**config.mk**
```make
export PLATFORM = sky130hd
export DESIGN_NAME = xm_regs_top
export DESIGN_NICKNAME = d
export VERILOG_FILES = /design/src/logic/xm_pkg.sv /design/src/logic/bus_sync.sv /design/src/logic/reg_decoder.sv /design/src/logic/vram_pointer.sv /design/src/logic/vram_port.sv /design/src/logic/xm_regs_top.sv
export VERILOG_INCLUDE_DIRS = /design/src /design/src/logic
export SDC_FILE = /design/constraint.sdc
export NUM_CORES = 1
export LEC_CHECK = 0
export BUFFER_PORTS_ARGS = -buffer_cell sky130_fd_sc_hd__buf_4
export CORE_MARGIN = 3
export CORE_UTILIZATION = 31
export DETAILED_ROUTE_END_ITERATION = 8
export PLACE_DENSITY = 0.56
export SLEW_MARGIN = 20
export SYNTH_ARGS = -nofsm -noshare
export SYNTH_HDL_FRONTEND = slang
export SYNTH_SLANG_ARGS = --single-unit
```
**constraint.sdc**
```tcl
create_clock -name clk -period 3.47 [get_ports clk]
set_input_delay 0.694 -clock clk [delete_from_list [all_inputs] [get_ports clk]]
set_output_delay 0.694 -clock clk [all_outputs]
set_load 0.005 [all_outputs]
```
**src/logic/xm_params.svh**
```systemverilog
// host register block parameters
// widths, pointer count and synchronizer depth
`ifndef XM_PARAMS_SVH
`define XM_PARAMS_SVH

// vram address and word width
`define XM_ADDR_W 16

// rd, wr and rw pointers
`define XM_NUM_PTR 3

// flops on the chip select path before edge detect
`define XM_SYNC_STAGES 2

`endif

```
**src/logic/xm_pkg.sv**
```systemverilog
// host register block types
// register numbers and the structs passed between blocks
`include "xm_params.svh"

package xm_pkg;

    typedef enum logic [3:0] {
        INERT_0   = 4'd0,               // was xr_addr
        INERT_1   = 4'd1,               // was xr_data
        RD_INCR   = 4'd2,
        RD_ADDR   = 4'd3,               // odd byte triggers read
        WR_INCR   = 4'd4,
        WR_ADDR   = 4'd5,
        DATA      = 4'd6,               // write via wr, read via rd
        DATA_2    = 4'd7,
        INERT_8   = 4'd8,               // was sys_ctrl
        INERT_9   = 4'd9,               // was timer
        UNUSED_A  = 4'd10,
        UNUSED_B  = 4'd11,
        RW_INCR   = 4'd12,
        RW_ADDR   = 4'd13,              // odd byte triggers read
        RW_DATA   = 4'd14,
        RW_DATA_2 = 4'd15
    } reg_num_e;

    typedef enum logic [1:0] {
        PTR_RD = 2'd0,
        PTR_WR = 2'd1,
        PTR_RW = 2'd2
    } ptr_idx_e;

    typedef struct packed {
        logic       write_strobe;       // one cycle
        logic       read_strobe;        // one cycle
        reg_num_e   reg_num;            // held until next bus cycle
        logic       bytesel;            // 0 even, 1 odd
        logic [7:0] data;
    } bus_cmd_t;

    typedef struct packed {
        logic       load_addr_hi;
        logic       load_addr_lo;
        logic       load_incr;
        logic [7:0] data;               // bus byte
        logic [7:0] even;               // incr high byte
    } ptr_load_t;

    typedef struct packed {
        logic [`XM_ADDR_W-1:0] addr;
        logic [`XM_ADDR_W-1:0] incr;
    } ptr_state_t;

    typedef struct packed {
        logic                  valid;   // one cycle
        logic                  wr;
        ptr_idx_e              ptr;
        logic [`XM_ADDR_W-1:0] data;    // write word, or address on reads
    } vram_cmd_t;

    typedef struct packed {
        logic                  sel;
        logic                  wr;
        logic [`XM_ADDR_W-1:0] addr;
        logic [`XM_ADDR_W-1:0] data;
    } vram_req_t;

endpackage

```
**src/logic/bus_sync.sv**
```systemverilog
// cpu bus synchronizer
// turns the falling edge of chip select into one byte read or write command
`timescale 1ns/1ps
`include "xm_params.svh"

module bus_sync (
    input  logic             clk,
    input  logic             reset_i,
    input  logic             bus_cs_n_i,        // async select, low active
    input  logic             bus_rd_nwr_i,      // 1 read, 0 write
    input  logic [3:0]       bus_reg_num_i,
    input  logic             bus_bytesel_i,
    input  logic [7:0]       bus_data_i,
    output xm_pkg::bus_cmd_t bus_cmd_o
);
    import xm_pkg::*;

    logic [`XM_SYNC_STAGES-1:0] cs_sync;        // bit 0 is first stage
    logic                       cs_prev;
    logic                       cs_fall;
    logic                       wr_stb;
    logic                       rd_stb;
    reg_num_e                   reg_num;
    logic                       bytesel;
    logic [7:0]                 data_byte;

    assign cs_fall = cs_prev & ~cs_sync[`XM_SYNC_STAGES-1];    // select just went low

    always_ff @(posedge clk) begin
        if (reset_i) begin
            cs_sync <= '1;                      // bus idles deselected
            cs_prev <= 1'b1;
            wr_stb  <= 1'b0;
            rd_stb  <= 1'b0;
            reg_num <= INERT_0;                 // keeps read mux defined
            bytesel <= 1'b0;
        end else begin
            cs_sync <= {cs_sync[`XM_SYNC_STAGES-2:0], bus_cs_n_i};
            cs_prev <= cs_sync[`XM_SYNC_STAGES-1];
            wr_stb  <= cs_fall & ~bus_rd_nwr_i;
            rd_stb  <= cs_fall & bus_rd_nwr_i;
            if (cs_fall) begin
                reg_num <= reg_num_e'(bus_reg_num_i);   // bus lines long settled
                bytesel <= bus_bytesel_i;
            end
        end
    end

    always_ff @(posedge clk) begin
        if (cs_fall) begin
            data_byte <= bus_data_i;
        end
    end

    assign bus_cmd_o = '{write_strobe: wr_stb, read_strobe: rd_stb, reg_num: reg_num,
                         bytesel: bytesel, data: data_byte};

endmodule

```
**src/logic/reg_decoder.sv**
```systemverilog
// register decoder
// maps byte writes and reads onto pointer loads and vram commands
`timescale 1ns/1ps
`include "xm_params.svh"

module reg_decoder (
    input  logic                                   clk,
    input  logic                                   reset_i,
    input  xm_pkg::bus_cmd_t                       bus_cmd_i,
    input  xm_pkg::ptr_state_t [`XM_NUM_PTR-1:0]   ptr_state_i,
    output xm_pkg::ptr_load_t  [`XM_NUM_PTR-1:0]   ptr_load_o,
    output xm_pkg::vram_cmd_t                      vram_cmd_o
);
    import xm_pkg::*;

    logic [7:0]                       data_even;    // even byte of any data reg
    logic [7:0]                       other_even;   // generic even byte
    reg_num_e                         other_reg;    // owner of other_even
    logic [7:0]                       even_byte;
    ptr_load_t [`XM_NUM_PTR-1:0]      load_d;
    vram_cmd_t                        cmd_d;
    ptr_idx_e                         p;

    // pointer a pointer register or data write belongs to
    function automatic ptr_idx_e ptr_of(input reg_num_e r);
        case (r)
            RD_INCR, RD_ADDR:                ptr_of = PTR_RD;
            WR_INCR, WR_ADDR, DATA, DATA_2:  ptr_of = PTR_WR;
            default:                         ptr_of = PTR_RW;
        endcase
    endfunction

    // stale even byte from another register counts as zero
    assign even_byte = (other_reg == bus_cmd_i.reg_num) ? other_even : 8'h00;
    assign p         = ptr_of(bus_cmd_i.reg_num);

    always_comb begin
        for (int i = 0; i < `XM_NUM_PTR; i++) begin
            load_d[i]      = '0;
            load_d[i].data = bus_cmd_i.data;
            load_d[i].even = even_byte;
        end
        cmd_d = '0;

        if (bus_cmd_i.write_strobe) begin
            if (!bus_cmd_i.bytesel) begin
                case (bus_cmd_i.reg_num)
                    RD_ADDR, WR_ADDR, RW_ADDR: load_d[p].load_addr_hi = 1'b1;
                    default: ;                              // latched in the ff block
                endcase
            end else begin
                case (bus_cmd_i.reg_num)
                    RD_INCR, WR_INCR, RW_INCR: load_d[p].load_incr = 1'b1;
                    WR_ADDR: load_d[p].load_addr_lo = 1'b1;
                    RD_ADDR, RW_ADDR: begin
                        load_d[p].load_addr_lo = 1'b1;
                        cmd_d.valid = 1'b1;                 // read at the new address
                        cmd_d.ptr   = p;
                        cmd_d.data  = {ptr_state_i[p].addr[`XM_ADDR_W-1:8], bus_cmd_i.data};
                    end
                    DATA, DATA_2, RW_DATA, RW_DATA_2: begin
                        cmd_d.valid = 1'b1;
                        cmd_d.wr    = 1'b1;
                        cmd_d.ptr   = p;                    // wr or rw
                        cmd_d.data  = {data_even, bus_cmd_i.data};
                    end
                    default: ;                              // inert registers
                endcase
            end
        end

        // odd byte read of a data reg fetches the next word
        if (bus_cmd_i.read_strobe && bus_cmd_i.bytesel) begin
            case (bus_cmd_i.reg_num)
                DATA, DATA_2: begin
                    cmd_d.valid = 1'b1;
                    cmd_d.ptr   = PTR_RD;
                    cmd_d.data  = ptr_state_i[PTR_RD].addr;
                end
                RW_DATA, RW_DATA_2: begin
                    cmd_d.valid = 1'b1;
                    cmd_d.ptr   = PTR_RW;
                    cmd_d.data  = ptr_state_i[PTR_RW].addr;
                end
                default: ;
            endcase
        end
    end

    always_ff @(posedge clk) begin
        if (reset_i) begin
            ptr_load_o <= '0;
            vram_cmd_o <= '0;
            other_reg  <= INERT_0;              // never an incr register
        end else begin
            ptr_load_o <= load_d;
            vram_cmd_o <= cmd_d;
            if (bus_cmd_i.write_strobe && !bus_cmd_i.bytesel) begin
                case (bus_cmd_i.reg_num)
                    RD_ADDR, WR_ADDR, RW_ADDR: ;    // goes to the pointer
                    DATA, DATA_2, RW_DATA, RW_DATA_2: data_even <= bus_cmd_i.data;
                    default: begin
                        other_even <= bus_cmd_i.data;
                        other_reg  <= bus_cmd_i.reg_num;
                    end
                endcase
            end
        end
    end

endmodule

```
**src/logic/vram_pointer.sv**
```systemverilog
// vram address pointer
// address and increment loaded bytewise, address advances by incr on step
`timescale 1ns/1ps
`include "xm_params.svh"

module vram_pointer (
    input  logic               clk,
    input  logic               reset_i,
    input  xm_pkg::ptr_load_t  load_i,
    input  logic               step_i,      // one cycle after an accepted access
    output xm_pkg::ptr_state_t state_o
);

    logic [`XM_ADDR_W-1:0] addr;
    logic [`XM_ADDR_W-1:0] incr;

    always_ff @(posedge clk) begin
        if (reset_i) begin
            addr <= '0;
            incr <= '0;
        end else begin
            if (load_i.load_addr_hi) begin
                addr[`XM_ADDR_W-1:8] <= load_i.data;
            end else if (load_i.load_addr_lo) begin
                addr[7:0] <= load_i.data;
            end else if (step_i) begin
                addr <= addr + incr;        // wraps at top of vram
            end
            if (load_i.load_incr) begin
                incr <= {load_i.even, load_i.data};
            end
        end
    end

    assign state_o = '{addr: addr, incr: incr};

endmodule

```
**src/logic/vram_port.sv**
```systemverilog
// vram access port
// holds one request through video cycles, steps the pointer and captures reads
`timescale 1ns/1ps
`include "xm_params.svh"

module vram_port (
    input  logic                                 clk,
    input  logic                                 reset_i,
    input  xm_pkg::vram_cmd_t                    vram_cmd_i,
    input  xm_pkg::ptr_state_t [`XM_NUM_PTR-1:0] ptr_state_i,
    input  xm_pkg::bus_cmd_t                     bus_cmd_i,
    input  logic                                 vgen_sel_i,    // video owns vram
    input  logic [`XM_ADDR_W-1:0]                vram_data_i,
    output logic [`XM_NUM_PTR-1:0]               step_o,
    output xm_pkg::vram_req_t                    vram_req_o,
    output logic [7:0]                           bus_data_o
);
    import xm_pkg::*;

    logic                  pend_q;          // request waiting for video
    logic                  held_wr;
    ptr_idx_e              held_ptr;
    logic [`XM_ADDR_W-1:0] held_addr;
    logic [`XM_ADDR_W-1:0] held_data;
    logic                  cur_wr;
    ptr_idx_e              cur_ptr;
    logic [`XM_ADDR_W-1:0] cur_addr;
    logic [`XM_ADDR_W-1:0] cur_data;
    logic                  sel;
    logic                  accept;
    logic [`XM_NUM_PTR-1:0] step_q;
    logic                  ack_q;           // read data on vram_data_i now
    ptr_idx_e              ack_ptr;
    logic [`XM_ADDR_W-1:0] rd_word;
    logic [`XM_ADDR_W-1:0] rw_word;
    logic [`XM_ADDR_W-1:0] rd_mux;

    // a fresh command goes straight out, so sel follows the strobe by one cycle
    always_comb begin
        if (vram_cmd_i.valid) begin
            cur_wr   = vram_cmd_i.wr;
            cur_ptr  = vram_cmd_i.ptr;
            cur_data = vram_cmd_i.data;
            // reads carry their address, writes use the pointer
            cur_addr = vram_cmd_i.wr ? ptr_state_i[vram_cmd_i.ptr].addr : vram_cmd_i.data;
        end else begin
            cur_wr   = held_wr;
            cur_ptr  = held_ptr;
            cur_data = held_data;
            cur_addr = held_addr;
        end
    end

    assign sel    = vram_cmd_i.valid | pend_q;
    assign accept = sel & ~vgen_sel_i;      // granted at this edge

    assign vram_req_o = '{sel: sel, wr: sel & cur_wr, addr: cur_addr, data: cur_data};
    assign step_o     = step_q;

    always_ff @(posedge clk) begin
        if (vram_cmd_i.valid) begin
            held_wr   <= cur_wr;
            held_ptr  <= cur_ptr;
            held_addr <= cur_addr;
            held_data <= cur_data;
        end
        ack_ptr <= cur_ptr;
    end

    always_ff @(posedge clk) begin
        if (reset_i) begin
            pend_q  <= 1'b0;
            step_q  <= '0;
            ack_q   <= 1'b0;
            rd_word <= '0;
            rw_word <= '0;
        end else begin
            pend_q <= sel & vgen_sel_i;     // stalled, keep holding
            step_q <= '0;
            if (accept) begin
                step_q[cur_ptr] <= 1'b1;
            end
            ack_q <= accept & ~cur_wr;
            if (ack_q) begin
                if (ack_ptr == PTR_RD) begin
                    rd_word <= vram_data_i;
                end else if (ack_ptr == PTR_RW) begin
                    rw_word <= vram_data_i;
                end
            end
        end
    end

    // readback word for the latched register
    always_comb begin
        case (bus_cmd_i.reg_num)
            RD_INCR:            rd_mux = ptr_state_i[PTR_RD].incr;
            RD_ADDR:            rd_mux = ptr_state_i[PTR_RD].addr;
            WR_INCR:            rd_mux = ptr_state_i[PTR_WR].incr;
            WR_ADDR:            rd_mux = ptr_state_i[PTR_WR].addr;
            RW_INCR:            rd_mux = ptr_state_i[PTR_RW].incr;
            RW_ADDR:            rd_mux = ptr_state_i[PTR_RW].addr;
            DATA, DATA_2:       rd_mux = rd_word;
            RW_DATA, RW_DATA_2: rd_mux = rw_word;
            default:            rd_mux = '0;        // inert
        endcase
    end

    assign bus_data_o = bus_cmd_i.bytesel ? rd_mux[7:0] : rd_mux[`XM_ADDR_W-1:8];

endmodule

```
**src/logic/xm_regs_top.sv**
```systemverilog
// host register block top
// bus synchronizer, register decoder, three vram pointers and the vram port
`timescale 1ns/1ps
`include "xm_params.svh"

module xm_regs_top (
    input  logic                  clk,
    input  logic                  reset_i,
    input  logic                  bus_cs_n_i,
    input  logic                  bus_rd_nwr_i,
    input  logic [3:0]            bus_reg_num_i,
    input  logic                  bus_bytesel_i,
    input  logic [7:0]            bus_data_i,
    output logic [7:0]            bus_data_o,
    input  logic                  vgen_sel_i,
    output xm_pkg::vram_req_t     vram_req_o,
    input  logic [`XM_ADDR_W-1:0] vram_data_i
);
    import xm_pkg::*;

    bus_cmd_t                     bus_cmd;
    ptr_load_t  [`XM_NUM_PTR-1:0] ptr_load;
    ptr_state_t [`XM_NUM_PTR-1:0] ptr_state;
    vram_cmd_t                    vram_cmd;
    logic       [`XM_NUM_PTR-1:0] ptr_step;

    bus_sync bus_sync_inst (
        .clk           (clk),
        .reset_i       (reset_i),
        .bus_cs_n_i    (bus_cs_n_i),
        .bus_rd_nwr_i  (bus_rd_nwr_i),
        .bus_reg_num_i (bus_reg_num_i),
        .bus_bytesel_i (bus_bytesel_i),
        .bus_data_i    (bus_data_i),
        .bus_cmd_o     (bus_cmd)
    );

    reg_decoder reg_decoder_inst (
        .clk         (clk),
        .reset_i     (reset_i),
        .bus_cmd_i   (bus_cmd),
        .ptr_state_i (ptr_state),
        .ptr_load_o  (ptr_load),
        .vram_cmd_o  (vram_cmd)
    );

    for (genvar i = 0; i < `XM_NUM_PTR; i++) begin : g_ptr
        vram_pointer vram_pointer_inst (
            .clk     (clk),
            .reset_i (reset_i),
            .load_i  (ptr_load[i]),
            .step_i  (ptr_step[i]),
            .state_o (ptr_state[i])
        );
    end

    vram_port vram_port_inst (
        .clk         (clk),
        .reset_i     (reset_i),
        .vram_cmd_i  (vram_cmd),
        .ptr_state_i (ptr_state),
        .bus_cmd_i   (bus_cmd),
        .vgen_sel_i  (vgen_sel_i),
        .vram_data_i (vram_data_i),
        .step_o      (ptr_step),
        .vram_req_o  (vram_req_o),
        .bus_data_o  (bus_data_o)
    );

endmodule

```
# After elaboration in Yosys (flattened, before gate mapping)
# Cells that the tools add are included.
op_classes:
  addsub: 3
  magnitude_cmp: 5
  eq_ne: 15
  muxes: 49
  bitwise_logic: 21
  n_reduce_logical: 36
op_table:
  columns: ["op", "n"]
  rows:
  - ["bitwise mux 57 bit", 3]
  - ["binary-select mux 32 bit (select 2 bit)", 2]
  - ["case mux 16 bit (8 select lines)", 1]
  - ["demux 19 bit (select 2 bit)", 3]
  - ["2-to-1 mux 57 bit", 2]
  - ["case mux 57 bit (2 select lines)", 1]
  - ["2-to-1 mux 16 bit", 6]
  - ["2-to-1 mux 8 bit", 11]
  - ["case mux 18 bit (2 select lines)", 2]
  - ["2-to-1 mux 32 bit", 2]
  - ["2-to-1 mux 54 bit", 1]
  - ["adder 16 bit", 3]
  - ["2-to-1 mux 20 bit", 2]
  - ["2-to-1 mux 18 bit", 2]
  - ["2-to-1 mux 19 bit", 1]
  - ["2-to-1 mux 17 bit", 1]
  - ["== test 4 x 3 -> 1 bit, second input constant", 4]
  - ["== test 4 bit, second input constant", 4]
  - ["AND reduction 2 bit", 8]
  - ["inverter 1 bit", 13]
  - ["nonzero test 2 bit", 6]
  - ["OR reduction 2 bit", 6]
  - ["less-than comparator 2 x 3 -> 1 bit, second input constant", 3]
  - ["AND reduction 3 bit", 3]
  - ["other kinds (18)", 39]
totals:
  reg_bits: 285
  in_bits: 34
  output_inout_bits: 42
  elab_cells: 177

# Depth between registers and ports, before layout
# Gate-level depths: netlist (run 1).
depth:
  word_depth: 11
  mapped_depth: 9
  ltp_nobuf: 9

# Cells and area by module
# Synthesis (run 1) repeated with hierarchy kept, for this count alone.
unflattened:
  cells_unflattened: 1531
  area_unflattened_um2: 14328.7
by_module_without_submodules:
  columns: ["mod", "n_inst", "cells_per_inst", "area_per_inst_um2", "seq_area_each_um2"]
  rows:
  - ["vram_port", 1, 504, 4784.6, 1831.8]
  - ["reg_decoder", 1, 268, 2813.9, 1461.4]
  - ["vram_pointer (g_ptr[1].vram_pointer_inst)", 1, 248, 2055.7, 640.6]
  - ["vram_pointer (g_ptr[0].vram_pointer_inst)", 1, 231, 2019.4, 640.6]
  - ["vram_pointer (g_ptr[2].vram_pointer_inst)", 1, 237, 2004.4, 640.6]
  - ["bus_sync", 1, 43, 650.6, 440.4]

# Worst setup path after synthesis (run 1)
# OpenSTA, ideal clock, no wires.
synth_path:
  path_type: "register -> output"
  start: "reg reg_decoder_inst.vram_cmd_o[19] in the netlist's numbering"
  end: "out vram_req_o[17] in the netlist's numbering"
  arrival_ns: 2.243
  required_ns: 2.776
  path_slack_ns: 0.533
  stages_incl_launch_ff: 6
  path_buffers: 3
  cell_sequence: "dfxtp_1 > clkbuf_1 > clkbuf_1 > clkbuf_1 > o211ai_1 > o21ai_0"
synth_lines:
  columns: ["element", "line", "text"]
  rows:
  - ["from (decl)", "reg_decoder.sv:12", "output xm_pkg::vram_cmd_t vram_cmd_o"]
  - ["from (signal assigned)", "reg_decoder.sv:97", "vram_cmd_o <= cmd_d;"]
  - ["to (decl)", "xm_regs_top.sv:16", "output xm_pkg::vram_req_t vram_req_o,"]

# Final worst setup path (run 1)
layout_path:
  start: "reg bus_sync_inst.reg_num[3]"
  end: "out bus_data_o[5]"
layout_via:
  elab_chain_cells: 4
  word_cells_on_any_way: 14
  classes_between: "eq/ne (10); mux (2); reduce/logical (2)"
layout_lines:
  columns: ["element", "line", "text"]
  rows:
  - ["from (decl)", "bus_sync.sv:23", "reg_num_e reg_num;"]
  - ["from (signal assigned)", "bus_sync.sv:43", "reg_num <= reg_num_e'(bus_reg_num_i);"]
  - ["== test 4 bit or == test 4 x 3 -> 1 bit (tied branches)", "vram_port.sv:96", "case (bus_cmd_i.reg_num)"]
  - ["OR reduction 2 bit", null, null]
  - ["case mux 16 bit (8 select lines) (*)", "vram_port.sv:96", null]
  - ["2-to-1 mux 8 bit (*)", "vram_port.sv:109", "assign bus_data_o = bus_cmd_i.bytesel ? rd_mux[7:0] : rd_mux[`XM_ADDR_W-1:8];"]
  - ["to (decl)", "xm_regs_top.sv:14", "output logic [7:0] bus_data_o,"]
# Mark *: on every way between the ends. The rest lies on a longest branch, timed or not.

==> results.toml, run 1 <==
[run_status]
status = "complete, but fails checks"
violations = "setup timing"

[synth]
synth_most_common_cell = "dfxtp_1"
postSynthCellCount = 1491
synth_top_family_by_area = "compound AO/OA/AOI/OAI gates"
ys_top_cells_by_area = "dfxtp_1 (29%), edfxtp_1 (13%), mux2i_1 (9.1%)"
ys_types = 77
muxShareOfSynthArea = 0.120
async_flop_share = 0
synth_compound_area_frac = 0.206
synth-simple-area-share = 0.144
ys_ff_latch = 253
synth_seq_area_share = 0.420
syn_area_per_cell_um2 = 9.03
ys.flop_type = "dfxtp_1"
synth_fa_ha_area_frac = 0.0463
synth_edf_count = 59
syn_nets = 1573
netlist_top_cells_count = "dfxtp_1 (194), nor2_1 (170), nand2_1 (146), mux2i_1 (123), a21oi_1 (117)"
ys_warn_count = 0
synth_xor_area_frac = 0.0176
yosysTopAreaCell = "dfxtp_1"
netlist_area_um2 = 13500
yosys.area.top_type_share = 0.288

[grt]
grt_max_degree = 53
grt_pass1_vias = 11200
grt.total_usage = 0.212
globalRouteOverflowTotal = 0
grt_pass1_wl_mm = 73.9
antenna_found_initial = 1

[power]
p_switching_mw = 1.42
power_frac_seq = 0.489
pwr-share-clk = 0.480
worst_ir_drop_vdd_uv = 325
p_per_area_nw_per_um2 = 401
p_comb_frac = 0.031
power.leakage_nw = 5.28
p_int_mw = 4.84
sw_frac_of_total = 0.227

[finish]
multi_input_area_um2 = 7210
drive_gt1_frac = 0.137
fill_cells = 4392
final_nets = 1615
area_growth_pct = 15.9
seq_area_um2 = 5670
reg_top3 = "g_ptr.vram_pointer_inst.addr: 48 flops, g_ptr.vram_pointer_inst.incr: 48 flops, reg_decoder_inst.ptr_load_o: 25 flops"

[critical_path]
cp.arrival_ns = 2.78
critical_path_buf_inv_count = 1
crit_family = "simple AND/OR/NAND/NOR gates"
path_cells = "nand2_1 -> nor3_2 -> nand2_1 -> o211ai_1 -> a21oi_1 -> nor3_1 -> buf_4"
cp_slowest_cell = "dfxtp_4"
cp-end-kind = "output pin"
cpPeakStageDelay_ns = 0.61
start_kind = "flop"
worstPathRequired_ns = 2.78
criticalPathCategory = "flop to output pin"
critPathMostFrequentCell = "nand2_1"
path_max_fanout = 28

[job]
cap_viol_max_count = 0

[placement]
place_ws_ns = 0.430
place_hpwl_mm = 37.8
place_congestion = 0.974
io_buffers = 75

[route]
post_drt_wl_per_cell_um = 23.6
vias_per_cell = 5.53
drc = 0
vias = 11800
finalWirelength_mm = 50.4
first_pass_iters = 5
drt-initial-drc-count = 1263
ant_nets = 0

[timing]
drv_slew = 0
post-route-min-period_ns = 3.47
worst_clock_skew_ns = 0.0176
worst_pin_slew_ns = 1.07
period_share = 1.00
hold_viol_final = 0
finalSetupViolations = 1
setup_ws_ns = -0.00229
rsz0062_at_grt = "yes"
setup_tns_ns = -0.00229
slew_headroom = 0.289
clock.fmax_mhz = 288

[cts]
clkSinkCount = 253
numCtsBuffers = 29
cts-root-buf = "clkbuf_16"
htreeDepth = 1
cts.path.max_buffers = 3
hold_buffers = 0
cts_tree = "built"
clk_latency_ns = 0.57
cts.clk_slew.worst_paths_ns = 0.06

[die]
die_h_um = 214
rows = 75
fp.coreArea_um2 = 42400
initial_utilization = 0.318
die_area_um2 = 46000
ios = 76
die_w_um = 214

[worst_hold_path]
min_path_type = "input pin to flop"
-- worst paths after layout --
path	end	depth (start not counted)	slack, ns	startpoint
worst max-delay path	bus_data_o[5]	7	-0.002	bus_sync_inst.reg_num[3]
worst min-delay path	bus_sync_inst.wr_stb	2	0.31	bus_rd_nwr_i
worst max register to register	g_ptr[0].vram_pointer_inst.addr[12]	9	0.71	g_ptr[0].vram_pointer_inst.addr[0]
worst min register to register	bus_sync_inst.cs_sync[1]	1	0.42	bus_sync_inst.cs_sync[0]
-- what timing repair did --
action                                  CTS  global route
endpoints found under the setup margin    5             6
hold endpoints to repair                  0             0
buffers inserted                          0             0
gates resized for setup                   2             7
pin swaps                                 0             0
-- final cells by class --
cell class              count  share of cell area
repair buffers            115              0.0572
clock buffers              36              0.0482
diodes                      2            0.000321
flip-flops and latches    253               0.363
clock inverters            17              0.0102
well taps                 577              0.0463
multi-input cells        1081               0.462
inverters                  53              0.0130
-- cells by family (layout without fill, tap and decap cells) --
logic type	after synthesis	after routing
other cells	0	2
xor+xnor	27	27
flops	253	253
fa+ha+maj	48	48
mux	154	154
buf+inv	157	221
simple gates	434	434
compound gates	418	418
-- cells in the final DEF, fill, tap and decap left out, types with 6 or more instances in the layout --
| master | netlist | routed |
|---|---|---|
| clkbuf_1 | 70 | 7 |
| o22ai_1 | 17 | 17 |
| nor2_1 | 170 | 168 |
| edfxtp_1 | 59 | 59 |
| and3_1 | 10 | 10 |
| o21a_1 | 11 | 11 |
| nor2b_1 | 14 | 12 |
| nor3_1 | 19 | 19 |
| a21oi_1 | 117 | 117 |
| buf_4 | 4 | 112 |
| a211oi_1 | 41 | 40 |
| o211ai_1 | 41 | 41 |
| a21o_1 | 14 | 14 |
| clkbuf_16 | 0 | 29 |
| nand2_1 | 146 | 146 |
| clkinv_1 | 2 | 8 |
| o32ai_1 | 12 | 12 |
| mux2_2 | 28 | 28 |
| nor4_1 | 6 | 6 |
| o21ai_0 | 58 | 58 |
| a22oi_1 | 15 | 15 |
| nand3_1 | 13 | 13 |
| xor2_1 | 12 | 12 |
| and2_1 | 10 | 10 |
| dfxtp_1 | 194 | 189 |
| inv_1 | 51 | 51 |
| ha_1 | 45 | 45 |
| o21ai_1 | 6 | 6 |
| a31oi_1 | 12 | 11 |
| xnor2_1 | 15 | 15 |
| o21bai_1 | 6 | 6 |
| nand2b_1 | 7 | 7 |
| a221oi_1 | 7 | 7 |
| mux2i_1 | 123 | 122 |
| nand4_1 | 6 | 6 |
-- layer usage --
metal / track usage / vias up / wire length [µm]
met1: 0.300 / 5744 / 23100
met2: 0.314 / 427 / 21500
met5: 0 / - / 0
met4: 0.0739 / 0 / 1840
li1: - / 5529 / -
met3: 0.0519 / 97 / 4030
-- power groups by stage --
stage	logic [mW]	registers, mW	clock network, mW
after global placement	0.189	3.13	0
final	0.193	3.06	3.01
after global routing	0.204	3.06	3.20
after CTS	0.189	3.06	3.07
after floorplan	0.111	3.09	0
after detailed placement	0.189	3.13	0
-- per-stage QoR --
step / power (mW) / cells / util / hold slack (ns) / instance area [µm²]
floorplan: 3.20 / 1491 / - / 0.389 / 13500
global placement: 3.32 / 2079 / 0.346 / 0.402 / 14700
detailed placement: 3.32 / 2079 / 0.346 / 0.407 / 14700
CTS: 6.33 / 2132 / 0.367 / 0.283 / 15600
global route: 6.47 / 2132 / 0.368 / 0.282 / 15600
finish: 6.26 / 2134 / 0.368 / 0.312 / 15600
Note: power is estimated with default switching activity, not from simulation.
==> inputs of run 2 (changes only) <==
==> constraint.sdc (replaced) <==
create_clock -name clk -period 3.47 [get_ports clk]
set_input_delay 0.694 -clock clk [delete_from_list [all_inputs] [get_ports clk]]
set_output_delay 0.694 -clock clk [all_outputs]
set_load 0.02 [all_outputs]
==> run 2 against run 1 <==
Compared with the run above: the run now ends clean; routed wire length increased by 0.55%; worst setup slack improved by 0.081 ns; non-clock buffer count increased by 5; critical path type unchanged; largest power group unchanged.
==> results.toml, run 2 (synthesis gave the netlist of run 1 again) <==
[grt]
grt_pass1_wl_mm = 74.0
grt_max_degree = 58
antenna_found_initial = 0
grt.total_usage = 0.212
grt_pass1_vias = 11200
globalRouteOverflowTotal = 0

[critical_path]
r2r_slack_ns = 0.68
cpPeakStageDelay_ns = 0.61
cp_slowest_cell = "or3b_2"
worstPathRequired_ns = 2.78
crit_family = "simple AND/OR/NAND/NOR gates"
cp.arrival_ns = 2.70
cp-end-kind = "output pin"
criticalPathCategory = "flop to output pin"
critical_path_buf_inv_count = 1
worstReg2RegEnd = "g_ptr[0].vram_pointer_inst.addr[12]"
path_cells = "or3b_2 -> o211ai_1 -> a21oi_1 -> nor3_1 -> buf_4"
r2r-start = "g_ptr[0].vram_pointer_inst.addr[0]"
reg2reg_depth = 9
start_kind = "flop"
path_max_fanout = 23

[timing]
clock.fmax_mhz = 295
period_share = 0.977
worst_pin_slew_ns = 1.10
post-route-min-period_ns = 3.39
drv_slew = 0
rsz0062_at_grt = "no"
finalSetupViolations = 0
worst_clock_skew_ns = 0.0211
setup_tns_ns = 0
slew_headroom = 0.265
hold_viol_final = 0
holdWs_ns = 0.320

[job]
cap_viol_max_count = 0

[power]
power.leakage_nw = 5.33
worst_ir_drop_vdd_uv = 348
p_per_area_nw_per_um2 = 401

[finish]
reg_top3 = "g_ptr.vram_pointer_inst.addr: 48 flops, g_ptr.vram_pointer_inst.incr: 48 flops, reg_decoder_inst.ptr_load_o: 25 flops"
drive_gt1_frac = 0.143
n_antenna_cell = 0
final_cell_count_no_fill = 2135
final_area_um2 = 15600
finish.utilization = 0.368
final_nets = 1619
fill_cells = 4409
area_growth_pct = 16.0
final_common_cell = "dfxtp_1"
layout_common_cells = "dfxtp_1 (187), nor2_1 (169), nand2_1 (146), mux2i_1 (123), buf_4 (119)"

[placement]
place_congestion = 0.979
post_dp_cell_area_um2 = 14700
io_buffers = 75
place_hpwl_mm = 38.2
dpl.cell_count = 2084

[route]
finalWirelength_mm = 50.7
vias_per_cell = 5.50
ant_nets = 0
first_pass_iters = 6
drt-initial-drc-count = 1123
vias = 11700
post_drt_wl_per_cell_um = 23.7
drc = 0

[cts]
cts-root-buf = "clkbuf_16"
clkSinkCount = 253
htreeDepth = 1
cts.path.max_buffers = 3
cts_tree = "built"
cts_setup_buffers = 0
clk_latency_ns = 0.56
numCtsBuffers = 28
cts.clk_slew.worst_paths_ns = 0.06

[die]
die_area_um2 = 46000
rows = 75
initial_utilization = 0.318
fp.coreArea_um2 = 42400
die_h_um = 214
die_w_um = 214
ios = 76

[worst_hold_path]
hold_end = "bus_sync_inst.wr_stb"
worstHoldStart = "bus_rd_nwr_i"
min_path_type = "input pin to flop"
hold_depth = 2

[run_status]
status = "finished, final reports clean"
run 2: what timing repair did:
action / 4_1_cts / 5_1_grt
endpoints found under the setup margin: 3 / 7
hold buffers: 0 / 0
gates resized for setup: 4 / 4
run 2: metal layers:
layer,share of wire,wire length (µm),global-route usage,up-vias
met5,0,0,0,-
li1,-,-,-,5523
met4,0.028,1420,0.0603,0
met1,0.46,23100,0.306,5700
met2,0.43,22000,0.322,441
met3,0.082,4170,0.0421,79
run 2: power by group:
group / switching (mW) / internal [mW]
clock: 1.26 / 1.74
sequential: 0.0480 / 3.02
combinational: 0.119 / 0.0709
total: 1.43 / 4.83
run 2: final cells by class:
class                      count  area, µm²  share of cell area
inverter                      53        199              0.0127
timing repair buffer         120        913              0.0584
sequential                   253       5670               0.363
clock inverter                16        144             0.00921
multi-input combinational   1081       7200               0.461
clock buffer                  35        778              0.0498
tap                          577        722              0.0462
run 2: through the flow:
stage	total power [mW]	worst slack (ns)
2_1_floorplan	3.21	0.386
3_3_place_gp	3.32	0.527
3_5_place_dp	3.32	0.536
4_1_cts	6.32	0.0342
5_1_grt	6.44	0.0374
6_report	6.26	0.0791
run 2: worst max path at each step:
stage,from,to,slack [ns],depth (start not counted)
5_1_grt,bus_sync_inst.reg_num[0],bus_data_o[6],0.04,7
3_3_place_gp,bus_sync_inst.reg_num[1],bus_data_o[6],0.53,8
4_1_cts,bus_sync_inst.reg_num[1],bus_data_o[1],0.03,7
3_5_place_dp,bus_sync_inst.reg_num[2],bus_data_o[6],0.54,8
6_report,bus_sync_inst.reg_num[3],bus_data_o[5],0.08,5
2_1_floorplan,reg_decoder_inst.vram_cmd_o[19],vram_req_o[17],0.39,5
